### src/verilog/ade9078_regs_pkg.sv
package ade9078_regs_pkg;

  // ******************************
  // Register access types
  // ******************************

  // Device register address
  typedef logic [11:0] regAddr_t;

  // Register data word, 16-bit registers use the lower half
  typedef logic [31:0] regData_t;

  // Two-byte command header sent ahead of every access
  typedef logic [15:0] cmdHeader_t;

  // ******************************
  // Header bit layout
  // ******************************

  // Byte 0 carries address bits 11..4
  // Byte 1 carries address bits 3..0 in its upper nibble

  // Set for a read, clear for a write
  localparam int READ_FLAG_BIT = 3;

  // Address starts here within the header
  localparam int ADDR_SHIFT = 4;

endpackage

### src/verilog/spi_frame_pkg.sv
package spi_frame_pkg;

  // ******************************
  // Bus framing types
  // ******************************

  // One byte on the serial bus
  typedef logic [7:0] spiByte_t;

  // Byte count within a frame, at most 6
  typedef logic [2:0] byteCount_t;

  // Command header length in bytes
  localparam byteCount_t HEADER_BYTES = 3'd2;

  // ******************************
  // Shift engine
  // ******************************

  // Frame sequencing
  typedef enum logic [1:0] {
    Idle,
    Select,
    Shift,
    Release
  } shiftState_t;

  // Half period of the serial clock in system clocks
  localparam int DEFAULT_CLK_DIV = 4;

endpackage

### src/verilog/spi_frame_if.sv
interface spi_frame_if;

  // One formatted frame, valid on the frameStart cycle
  logic                          frameStart;
  ade9078_regs_pkg::cmdHeader_t  header;
  ade9078_regs_pkg::regData_t    payload;
  spi_frame_pkg::byteCount_t     dataBytes;
  logic                          isRead;
  logic                          absolute;

  modport decoder (
    output frameStart,
    output header,
    output payload,
    output dataBytes,
    output isRead,
    output absolute
  );

  modport engine (
    input frameStart,
    input header,
    input payload,
    input dataBytes,
    input isRead,
    input absolute
  );

endinterface

### src/verilog/command_decode.sv
module command_decode (
  input  logic                        clk,
  input  logic                        i_reset,
  input  logic                        i_start,
  input  ade9078_regs_pkg::regAddr_t  i_address,
  input  logic                        i_write,
  input  logic                        i_wide,
  input  logic                        i_absolute,
  input  ade9078_regs_pkg::regData_t  i_wrData,
  input  logic                        i_engineIdle,
  output logic                        o_busy,
  spi_frame_if.decoder                frame
);

  logic accept;
  logic readReq;

  assign accept  = i_start && !o_busy && i_engineIdle;
  assign readReq = ~i_write;

  // ******************************
  // Request tracking
  // ******************************

  always_ff @(posedge clk)
  begin
    if (i_reset)
    begin
      o_busy           <= 1'b0;
      frame.frameStart <= 1'b0;
    end
    else
    begin
      frame.frameStart <= accept;
      if (accept)
      begin
        o_busy <= 1'b1;
      end
      // Engine is back in idle once the frame has gone out
      else if (o_busy && i_engineIdle && !frame.frameStart)
      begin
        o_busy <= 1'b0;
      end
    end
  end

  // ******************************
  // Frame formatting
  // ******************************

  always_ff @(posedge clk)
  begin
    if (accept)
    begin
      frame.header <=
        (ade9078_regs_pkg::cmdHeader_t'(i_address) << ade9078_regs_pkg::ADDR_SHIFT) |
        (ade9078_regs_pkg::cmdHeader_t'(readReq) << ade9078_regs_pkg::READ_FLAG_BIT);
      // Reads clock out zeros, short writes sit in the upper half
      if (readReq)
      begin
        frame.payload <= '0;
      end
      else if (i_wide)
      begin
        frame.payload <= i_wrData;
      end
      else
      begin
        frame.payload <= {i_wrData[15:0], 16'h0000};
      end
      frame.dataBytes <= i_wide ? 3'd4 : 3'd2;
      frame.isRead    <= readReq;
      frame.absolute  <= i_absolute;
    end
  end

endmodule

### src/verilog/spi_shift_engine.sv
module spi_shift_engine #(
  parameter int CLK_DIV = spi_frame_pkg::DEFAULT_CLK_DIV
) (
  input  logic                     clk,
  input  logic                     i_reset,
  spi_frame_if.engine              frame,
  input  logic                     i_miso,
  output logic                     o_csN,
  output logic                     o_sclk,
  output logic                     o_mosi,
  output logic                     o_idle,
  output spi_frame_pkg::spiByte_t  o_rxByte,
  output logic                     o_rxValid,
  output logic                     o_frameEnd,
  output logic                     o_isRead,
  output logic                     o_absolute
);

  localparam int FRAME_BITS = $bits(ade9078_regs_pkg::cmdHeader_t) +
                              $bits(ade9078_regs_pkg::regData_t);
  localparam int DIV_W      = (CLK_DIV > 1) ? $clog2(CLK_DIV) : 1;
  localparam logic [DIV_W-1:0] LAST_DIV = DIV_W'(CLK_DIV - 1);

  spi_frame_pkg::shiftState_t  state;
  logic [DIV_W-1:0]            divCnt;
  logic [2:0]                  bitCnt;
  spi_frame_pkg::byteCount_t   byteCnt;
  spi_frame_pkg::byteCount_t   totalBytes;
  logic [FRAME_BITS-1:0]       txShift;
  spi_frame_pkg::spiByte_t     rxShift;

  logic sclkTick;
  logic riseTick;
  logic fallTick;
  logic byteDone;
  logic lastByte;

  assign o_idle   = (state == spi_frame_pkg::Idle);
  assign sclkTick = (state == spi_frame_pkg::Shift) && (divCnt == LAST_DIV);
  assign riseTick = sclkTick && !o_sclk;
  assign fallTick = sclkTick && o_sclk;
  assign byteDone = fallTick && (bitCnt == 3'd7);
  assign lastByte = byteDone && (byteCnt == totalBytes - 3'd1);

  // ******************************
  // Frame sequencing
  // ******************************

  always_ff @(posedge clk)
  begin
    if (i_reset)
    begin
      state      <= spi_frame_pkg::Idle;
      o_csN      <= 1'b1;
      o_sclk     <= 1'b0;
      o_mosi     <= 1'b0;
      divCnt     <= '0;
      bitCnt     <= '0;
      byteCnt    <= '0;
      totalBytes <= '0;
      o_rxValid  <= 1'b0;
      o_frameEnd <= 1'b0;
      o_isRead   <= 1'b0;
      o_absolute <= 1'b0;
    end
    else
    begin
      o_rxValid  <= 1'b0;
      o_frameEnd <= 1'b0;
      case (state)
        spi_frame_pkg::Idle:
        begin
          if (frame.frameStart)
          begin
            state      <= spi_frame_pkg::Select;
            o_csN      <= 1'b0;
            o_mosi     <= frame.header[15];
            divCnt     <= '0;
            bitCnt     <= '0;
            byteCnt    <= '0;
            totalBytes <= spi_frame_pkg::HEADER_BYTES + frame.dataBytes;
            o_isRead   <= frame.isRead;
            o_absolute <= frame.absolute;
          end
        end
        // One cycle of chip select setup before the first edge
        spi_frame_pkg::Select:
        begin
          state <= spi_frame_pkg::Shift;
        end
        spi_frame_pkg::Shift:
        begin
          if (sclkTick)
          begin
            divCnt <= '0;
            o_sclk <= ~o_sclk;
          end
          else
          begin
            divCnt <= divCnt + 1'b1;
          end
          // Mode 0 so the next bit goes out on the falling edge
          if (fallTick)
          begin
            bitCnt <= bitCnt + 3'd1;
            o_mosi <= lastByte ? 1'b0 : txShift[FRAME_BITS-2];
          end
          if (byteDone)
          begin
            byteCnt   <= byteCnt + 3'd1;
            o_rxValid <= o_isRead && (byteCnt >= spi_frame_pkg::HEADER_BYTES);
          end
          if (lastByte)
          begin
            state      <= spi_frame_pkg::Release;
            o_csN      <= 1'b1;
            o_frameEnd <= 1'b1;
          end
        end
        spi_frame_pkg::Release:
        begin
          state <= spi_frame_pkg::Idle;
        end
        default:
        begin
          state <= spi_frame_pkg::Idle;
        end
      endcase
    end
  end

  // ******************************
  // Data shifters
  // ******************************

  always_ff @(posedge clk)
  begin
    if (o_idle && frame.frameStart)
    begin
      txShift <= {frame.header, frame.payload};
    end
    else if (fallTick)
    begin
      txShift <= txShift << 1;
    end
    if (riseTick)
    begin
      rxShift <= {rxShift[6:0], i_miso};
    end
    if (byteDone)
    begin
      o_rxByte <= rxShift;
    end
  end

endmodule

### src/verilog/read_result.sv
module read_result (
  input  logic                        clk,
  input  logic                        i_reset,
  input  spi_frame_pkg::spiByte_t     i_rxByte,
  input  logic                        i_rxValid,
  input  logic                        i_frameEnd,
  input  logic                        i_isRead,
  input  logic                        i_absolute,
  output logic                        o_done,
  output ade9078_regs_pkg::regData_t  o_rdData
);

  ade9078_regs_pkg::regData_t  acc;
  ade9078_regs_pkg::regData_t  assembled;
  ade9078_regs_pkg::regData_t  result;
  spi_frame_pkg::byteCount_t   rxCount;
  spi_frame_pkg::byteCount_t   countNext;
  logic                        wide;
  logic [15:0]                 lowHalf;
  logic [15:0]                 lowNeg;

  // Last data byte arrives on the frame end cycle
  assign assembled = i_rxValid ? {acc[23:0], i_rxByte} : acc;
  assign countNext = i_rxValid ? rxCount + 3'd1 : rxCount;
  assign wide      = countNext > 3'd2;
  assign lowHalf   = assembled[15:0];
  assign lowNeg    = ~lowHalf + 16'd1;

  // ******************************
  // Sign handling
  // ******************************

  always_comb
  begin
    if (!i_absolute)
    begin
      result = assembled;
    end
    else if (wide)
    begin
      result = assembled[31] ? (~assembled + 32'd1) : assembled;
    end
    else
    begin
      result = lowHalf[15] ? {16'h0000, lowNeg} : assembled;
    end
  end

  always_ff @(posedge clk)
  begin
    if (i_reset)
    begin
      acc     <= '0;
      rxCount <= '0;
      o_done  <= 1'b0;
    end
    else
    begin
      o_done <= i_frameEnd;
      if (i_frameEnd)
      begin
        acc     <= '0;
        rxCount <= '0;
      end
      else if (i_rxValid)
      begin
        acc     <= assembled;
        rxCount <= countNext;
      end
    end
  end

  // Writes leave the last read value in place
  always_ff @(posedge clk)
  begin
    if (i_frameEnd && i_isRead)
    begin
      o_rdData <= result;
    end
  end

endmodule

### src/verilog/ade9078_spi_top.sv
module ade9078_spi_top #(
  parameter int CLK_DIV = spi_frame_pkg::DEFAULT_CLK_DIV
) (
  input  logic                        clk,
  input  logic                        i_reset,
  input  logic                        i_start,
  input  ade9078_regs_pkg::regAddr_t  i_address,
  input  logic                        i_write,
  input  logic                        i_wide,
  input  logic                        i_absolute,
  input  ade9078_regs_pkg::regData_t  i_wrData,
  input  logic                        i_miso,
  output logic                        o_busy,
  output logic                        o_done,
  output ade9078_regs_pkg::regData_t  o_rdData,
  output logic                        o_csN,
  output logic                        o_sclk,
  output logic                        o_mosi
);

  logic                     engineIdle;
  spi_frame_pkg::spiByte_t  rxByte;
  logic                     rxValid;
  logic                     frameEnd;
  logic                     isRead;
  logic                     absolute;

  spi_frame_if frameBus ();

  command_decode u_decode (
    .clk          (clk),
    .i_reset      (i_reset),
    .i_start      (i_start),
    .i_address    (i_address),
    .i_write      (i_write),
    .i_wide       (i_wide),
    .i_absolute   (i_absolute),
    .i_wrData     (i_wrData),
    .i_engineIdle (engineIdle),
    .o_busy       (o_busy),
    .frame        (frameBus.decoder)
  );

  spi_shift_engine #(
    .CLK_DIV (CLK_DIV)
  ) u_engine (
    .clk        (clk),
    .i_reset    (i_reset),
    .frame      (frameBus.engine),
    .i_miso     (i_miso),
    .o_csN      (o_csN),
    .o_sclk     (o_sclk),
    .o_mosi     (o_mosi),
    .o_idle     (engineIdle),
    .o_rxByte   (rxByte),
    .o_rxValid  (rxValid),
    .o_frameEnd (frameEnd),
    .o_isRead   (isRead),
    .o_absolute (absolute)
  );

  read_result u_result (
    .clk        (clk),
    .i_reset    (i_reset),
    .i_rxByte   (rxByte),
    .i_rxValid  (rxValid),
    .i_frameEnd (frameEnd),
    .i_isRead   (isRead),
    .i_absolute (absolute),
    .o_done     (o_done),
    .o_rdData   (o_rdData)
  );

endmodule

### config.mk
export PLATFORM = sky130hd
export DESIGN_NAME = ade9078_spi_top
export DESIGN_NICKNAME = d
export VERILOG_FILES = /design/src/verilog/ade9078_regs_pkg.sv /design/src/verilog/spi_frame_pkg.sv /design/src/verilog/spi_frame_if.sv /design/src/verilog/command_decode.sv /design/src/verilog/spi_shift_engine.sv /design/src/verilog/read_result.sv /design/src/verilog/ade9078_spi_top.sv
export SDC_FILE = /design/constraint.sdc
export NUM_CORES = 1
export LEC_CHECK = 0
export CAP_MARGIN = 20
export CORE_MARGIN = 2
export CORE_UTILIZATION = 49
export DETAILED_ROUTE_END_ITERATION = 8
export DONT_BUFFER_PORTS = 1
export PLACE_DENSITY = 0.61
export SETUP_SLACK_MARGIN = 0.05
export SLEW_MARGIN = 20
export SYNTH_ARGS = -nofsm -noshare
export SYNTH_HDL_FRONTEND = slang
export SYNTH_HIERARCHICAL = 1
export SYNTH_SLANG_ARGS = --single-unit
### constraint.sdc
create_clock -name clk -period 3.8 [get_ports clk]
set_clock_uncertainty 0.15 [all_clocks]
set_input_delay 0 -clock clk [delete_from_list [all_inputs] [get_ports clk]]
set_output_delay 0 -clock clk [all_outputs]
set_load 0.005 [all_outputs]
After elaboration in Yosys (flattened, before gate mapping)

Index checks and enable logic that the tools add are counted.

Bits in registers: 206
Bits of input ports: 51
Output and inout port bits: 37
Word-level logic and storage cells: 115

$add $sub $neg: 8
Order comparisons: 2
Equal/unequal tests: 10
Mux-type cells: 31
Bitwise operators: 7
Reduce and logical (&&, ||, !) cells: 30

Operator list:

| cell                                                  | number |
|---|---|
| 2-to-1 mux 32 bit                                     | 6 |
| 2-to-1 mux 47 bit                                     | 2 |
| adder 32 x 1 -> 32 bit, second input constant         | 1 |
| NOT 32 bit                                            | 1 |
| adder 16 x 1 -> 16 bit, second input constant         | 1 |
| NOT 16 bit                                            | 1 |
| OR 16 x 4 -> 16 bit                                   | 1 |
| 2-to-1 mux 3 bit                                      | 5 |
| logical AND 1 bit                                     | 12 |
| case mux 3 bit (2 select lines)                       | 2 |
| AND reduction 2 bit                                   | 5 |
| adder 3 x 1 -> 3 bit, second input constant           | 3 |
| AND reduction 3 bit                                   | 3 |
| 2-to-1 mux 1 bit                                      | 8 |
| 2-to-1 mux 2 bit                                      | 4 |
| inequality test 2 x 1 -> 1 bit, second input constant | 4 |
| case mux 2 bit (4 select lines)                       | 1 |
| == test 2 bit, second input constant                  | 3 |
| nonzero test 2 bit                                    | 3 |
| NOT 1 bit                                             | 4 |
| case mux 1 bit (2 select lines)                       | 2 |
| case mux 2 bit (2 select lines)                       | 1 |
| OR reduction 2 bit                                    | 2 |
| adder 2 x 3 -> 3 bit, first input constant            | 1 |
| 10 further kinds                                      | 12 |

Depth between registers and ports, before layout

Depth in word-level cells: 8
Gate-level depth with buffers: 13
Gate-level depth less buffers: 7

By module

The synthesis kept the hierarchy.

By module, submodules not included:

| module           | times used | cells each | area an instance (um^2) | sequential area each (um^2) |
|---|---|---|---|---|
| read_result      | 1          | 371        | 3779.9                  | 1681.6 |
| spi_shift_engine | 1          | 330        | 3532.1                  | 2292.2 |
| command_decode   | 1          | 118        | 1949.4                  | 1481.4 |

Least setup slack after synthesis

OpenSTA, ideal clock, no wires.

Path type: register to register
Start point: register u_engine.state[0]
End point: register u_decode.frame.absolute (enable)
Setup time: 0.454 ns
Data arrival time: 2.667 ns
Data required time: 3.196 ns
Setup slack: 0.529 ns
Cell stages (with the launch flop): 5
Path buffers: 0
Period minus slack after synthesis: 3.271 ns
Cells stage by stage: dfxtp_1 -> inv_1 -> ha_1 -> nand2_1 -> nor2_1

Word-level cells in the longest chain between the ends: 2

RTL lines:

| element                  | line                   | RTL |
|---|---|---|
| start: declaration       | spi_shift_engine.sv:24 | `spi_frame_pkg::shiftState_t state;` |
| start signal: assignment | spi_shift_engine.sv:53 | `state <= spi_frame_pkg::Idle;` |
| start signal: assignment | spi_shift_engine.sv:75 | `state <= spi_frame_pkg::Select;` |
| start signal: assignment | spi_shift_engine.sv:89 | `state <= spi_frame_pkg::Shift;` |
| zero test 2 bit          | spi_shift_engine.sv:38 | `assign o_idle = (state == spi_frame_pkg::Idle);` |
| net engineIdle           | ade9078_spi_top.sv:21  | `logic engineIdle;` |
| logical AND 1 bit        | command_decode.sv:18   | `assign accept = i_start && !o_busy && i_engineIdle;` |
| net u_decode.accept      | command_decode.sv:15   | `logic accept;` |
| end signal: assignment   | command_decode.sv:73   | `frame.absolute <= i_absolute;` |
| end: declaration         | spi_frame_if.sv:17     | `output absolute` |

The timed path passes the listed nets, and every way through them passes these cells.
A chain may end at the register's enable or synchronous reset.

Worst setup path in the final report

Start point: register u_engine.o_rxValid
End point: register u_result.o_rdData[21], data pin

Word-level cells in the longest chain between the ends: 6
Elaborated cells on any way between the ends: 9
Classes of those cells: add/sub (1); order compare (1); mux (6); bitwise (1)

RTL lines:

| element                  | line                    | RTL |
|---|---|---|
| start: declaration       | spi_shift_engine.sv:13  | `output logic o_rxValid,` |
| start signal: assignment | spi_shift_engine.sv:111 | `o_rxValid <= o_isRead && (byteCnt >= spi_frame_pkg::HEADER_BYTES);` |
| 2-to-1 mux 32 bit        | read_result.sv:23       | `assign assembled = i_rxValid ? {acc[23:0], i_rxByte} : acc;` |
| NOT 32 bit               | read_result.sv:41       | `result = assembled[31] ? (~assembled + 32'd1) : assembled;` |
| adder 32 x 1 -> 32 bit   | read_result.sv:41       |  |
| 2-to-1 mux 32 bit        | read_result.sv:41       |  |
| 2-to-1 mux 32 bit        | read_result.sv:39       | `else if (wide)` |
| 2-to-1 mux 32 bit (*)    | read_result.sv:35       | `if (!i_absolute)` |
| net u_result.result[21]  | read_result.sv:15       | `ade9078_regs_pkg::regData_t result;` |
| end signal: assignment   | read_result.sv:78       | `o_rdData <= result;` |
| end: declaration         | read_result.sv:10       | `output ade9078_regs_pkg::regData_t o_rdData` |

Mark *: on every way through the listed nets, which the timed path passes. The rest lies on a longest branch.

==> impl_summary.log <==
[metrics] final hold violations: 0
[metrics] met2 WL post-DR: around 9600 um
[metrics] standby leakage power: approximately 4 nW
[metrics] peak per-stage delay on the critical path: roughly 720 ps
[metrics] worst hold path depth: 1
[metrics] RSZ-0062 raised after global routing: false
[metrics] number of nets in the layout: 935
[metrics] arrival time worst endpoint: approximately 3100 ps
[metrics] number of antenna cells inserted: 0
[metrics] initial antenna violation count: 0
[metrics] internal power contribution: 0.004407 W
[metrics] number of synthesized flops with an enable pin: 143
[metrics] accumulated negative setup slack: 0 ps
[metrics] Highest Clock Rate: 338.1 MHz
[metrics] share of total power in the clock network: 0.391
[metrics] Commonest cells post-synth: 165 x sky130_fd_sc_hd__nand2_1, 143 x sky130_fd_sc_hd__edfxtp_1, 88 x sky130_fd_sc_hd__nor2_1
[metrics] met3 routed wirelength: approximately 930 um
[metrics] tightest hold margin: around 26 ps
[metrics] overall die height: between 100 and 150 um
[metrics] clock latency of the later-clocked register in the worst-skew pair: 500 ps
[metrics] IO Pins: 88
[metrics] synth-to-layout area growth: 16.37%
[metrics] required time of the critical path: around 4000 ps
[metrics] buffer type at the clock tree root: sky130_fd_sc_hd__clkbuf_16
[metrics] Clk pin slew, worst setup/hold paths: ~60 ps
[metrics] launching element of the worst setup path: u_engine/o_rxValid$_SDFF_PP0_
[metrics] cells along the critical path: buf_4, or4b_1, nand2_1, and4bb_4, o21a_1, a31oi_1, o311ai_1
[metrics] via count of the first global-routing pass: 6,164
[metrics] yosys synthesis warning count: 6
[metrics] Slew Limit Fails: 0
[metrics] count of input and output buffers: 0
[metrics] CTS tree: yes
[metrics] Cell Count, Final, Fillers Out: between 1,000 and 1,500
[metrics] final core utilization: 0.5781
[metrics] switching power summed over all nets: between 0.001 and 0.0015 W
[metrics] startpoint of the lowest-slack register-to-register path: u_engine/o_rxValid$_SDFF_PP0_
[metrics] Die ar.: roughly 20,000 sq um
[metrics] fraction of power consumed by sequential logic: 0.481
[metrics] P per Cell Area: approximately 540 nW/um^2
[metrics] Placer Congestion: about 0.80
[metrics] critical path class: register to register
[metrics] maximum level of the CTS H-tree: 1
[metrics] Finish-stage setup viols: 0
[metrics] number of instances in the synthesized netlist: a little over 800
[metrics] count of antenna-violating nets left after detailed routing: 0
[metrics] Least-Margin Pin Slew: between 900 and 1000 ps
[metrics] cell count of the worst reg-to-reg path: 7
[metrics] first-pass detailed-route iteration total: 4
[metrics] share of cells above drive strength 1: 0.1024
[metrics] area share of the largest cell type after synthesis: 0.4637
[metrics] final clock period utilization by the worst path: 0.7784
[metrics] post_cts resized: 0
[metrics] Post-Place Cells: just over 1,000
[metrics] uppermost layer routed: met4
[metrics] top cells by area, synth: sky130_fd_sc_hd__edfxtp_1 46%, sky130_fd_sc_hd__dfxtp_1 13%, sky130_fd_sc_hd__nand2_1 6.7%
[metrics] number of violations reported at the end of detailed-routing iteration 0: between 400 and 500
[metrics] CP max stage cell: sky130_fd_sc_hd__dfxtp_2
[metrics] number of clock buffers inserted by TritonCTS: 22
[metrics] cell count along the critical path: 7
[metrics] remaining design rule violation count: 0
[metrics] shortest clock period the worst path allows after layout: around 3000 ps
[metrics] Syn Std Cell Area: around 9300 sq um
[metrics] Min-Delay Startpoint: i_address[10]
[metrics] clk buf depth: 3
[metrics] total length of routed wires: around 19,000 um
[metrics] worst min-delay path category: input pin to register
[metrics] max-cap viol count: 0
[metrics] wire length of the first global-routing pass: 31,630 um
[metrics] primary flip-flop cell chosen by synthesis mapping: sky130_fd_sc_hd__edfxtp_1
[metrics] FF+latch count, synth: ~200
[metrics] x dimension of the die: approximately 140 um
[metrics] setup repair bufs after CTS: 0
[metrics] area of the core region: 18,640 sq um
[metrics] pin count of the biggest net entering global routing: between 50 and 60
[metrics] Via Count: between 6,000 and 7,000
[metrics] fraction of power spent switching nets: 0.2447
[metrics] Critical Path Start Type: register
[metrics] count of cell types in the netlist: 86
[metrics] most frequent cell after synthesis: sky130_fd_sc_hd__nand2_1
[metrics] combined buffer and inverter count along the critical path: 1
[metrics] tightest slew margin relative to the limit: 0.3527
[metrics] critical path endpoint category: register
[metrics] wire per inst: around 17 um
[metrics] Post-synth ARST share: 0
[metrics] proportion of synthesized chip area in sequential cells: 0.5890
[metrics] row count: 50
[metrics] Total GRT Usage: 0.1951
[metrics] highest ir drop seen on vdd: 0.4342 mV
[metrics] worst-path fanout max: 25
[metrics] routed length on met1: between 8000 and 9000 um
[metrics] Initial Utilization: 0.4968
[metrics] Num Clock Sinks: approximately 200
[metrics] Mean Syn Cell Area: approximately 11 sq um
[metrics] result of the run: completed
[metrics] largest area contributor in the synthesized netlist: sky130_fd_sc_hd__edfxtp_1
[metrics] combinational cell fraction of total power: 0.128
[metrics] cell family with the largest share of critical-path delay: simple AND/OR/NAND/NOR gates
[metrics] Avg Vias per Cell: 5.454
[metrics] aggregate global routing overflow: 0
[metrics] hpwl dp: ~12,000 um
-- logic make-up after synthesis --
group                    after synthesis  synth area share
flip-flops                           201            0.5890
other                                  1         0.0004049
AO/OA/AOI/OAI                        110           0.08700
XOR/XNOR                              20           0.02040
AND/OR/NAND/NOR                      360            0.1854
adder cells (fa/ha/maj)               11           0.01486
buffers and inverters                 60           0.04188
multiplexers                          56           0.06106
-- flip-flops by register name, summed over array words and instances (netlist names), 3 cells and up --
name                    count
u_engine/bitCnt             3
u_engine/byteCnt            3
u_result/o_rdData          32
u_result/rxCount            3
u_engine/totalBytes         3
u_decode/frame.payload     32
u_decode/frame.header      13
u_engine/txShift           47
u_engine/rxShift            8
u_result/acc               32
u_engine/o_rxByte           8
-- layer usage --
layer | vias up | global-route usage
met5 | - | 0
met4 | 0 | 0.04474
met3 | 26 | 0.03240
met2 | 144 | 0.3403
met1 | 2934 | 0.2568
li1 | 3021 | -
-- power by group through the flow --
stage          combinational [W]  clock (W)  sequential, W
2_1_floorplan           0.000565          0        0.00283
3_3_place_gp            0.000662          0        0.00285
3_5_place_dp            0.000684          0        0.00285
4_1_cts                 0.000750    0.00234        0.00281
5_1_grt                 0.000845    0.00243        0.00284
6_report                0.000745    0.00228        0.00281
-- final timing paths --
check	slack, ps	endpoint
worst min-delay path	30	u_decode/frame.header[14]$_DFFE_PP_
worst max register to register	840	u_result/o_rdData[21]$_DFFE_PP_
worst min register to register	290	u_engine/o_rxByte[7]$_DFFE_PP_
worst max-delay path	840	u_result/o_rdData[21]$_DFFE_PP_
-- worst register-to-register path, cell delays in order (launching register included) --
cell                       delay [ps]
sky130_fd_sc_hd__dfxtp_2          720
sky130_fd_sc_hd__buf_4            350
sky130_fd_sc_hd__or4b_1           490
sky130_fd_sc_hd__nand2_1           90
sky130_fd_sc_hd__and4bb_4         290
sky130_fd_sc_hd__o21a_1           250
sky130_fd_sc_hd__a31oi_1          110
sky130_fd_sc_hd__o311ai_1         310
-- placed cells by master, fill, tap and decap left out, types with 10 or more instances in the layout --
cell type	n
sky130_fd_sc_hd__mux2i_1	54
sky130_fd_sc_hd__clkbuf_16	23
sky130_fd_sc_hd__edfxtp_1	143
sky130_fd_sc_hd__and3_1	15
sky130_fd_sc_hd__nor2_1	87
sky130_fd_sc_hd__o21ai_0	13
sky130_fd_sc_hd__inv_1	10
sky130_fd_sc_hd__a21oi_1	24
sky130_fd_sc_hd__nor3_1	18
sky130_fd_sc_hd__o21a_1	11
sky130_fd_sc_hd__nand3_1	11
sky130_fd_sc_hd__xor2_1	10
sky130_fd_sc_hd__dlygate4sd3_1	65
sky130_fd_sc_hd__nand2_1	164
sky130_fd_sc_hd__dfxtp_1	57
sky130_fd_sc_hd__ha_1	11
-- what timing repair did --
| item | in CTS | in global routing |
|---|---|---|
| endpoints found under the setup margin | 0 | 0 |
| hold buffers | 66 | 0 |
| hold endpoints to repair | 96 | 0 |
-- area by class of cell --
cell class | instances | area (sq um)
inverter | 12 | 46.29
clock buffer | 24 | 579.3
fill | 1545 | 7865
multi-input combinational | 561 | 3446
tap | 234 | 292.8
clock inverter | 16 | 206.4
timing repair buffer | 75 | 750.7
sequential | 201 | 5456
-- through the flow --
stage	area [sq um]	worst slack, ps	power (W)
3_5_place_dp	9321	837.4	0.003536
3_3_place_gp	9321	889.4	0.003509
6_report	10780	842.1	0.005834
5_1_grt	10780	612.7	0.006107
2_1_floorplan	9273	529.0	0.003400
4_1_cts	10780	811.0	0.005899
Note: power is estimated with default switching activity, not from simulation.
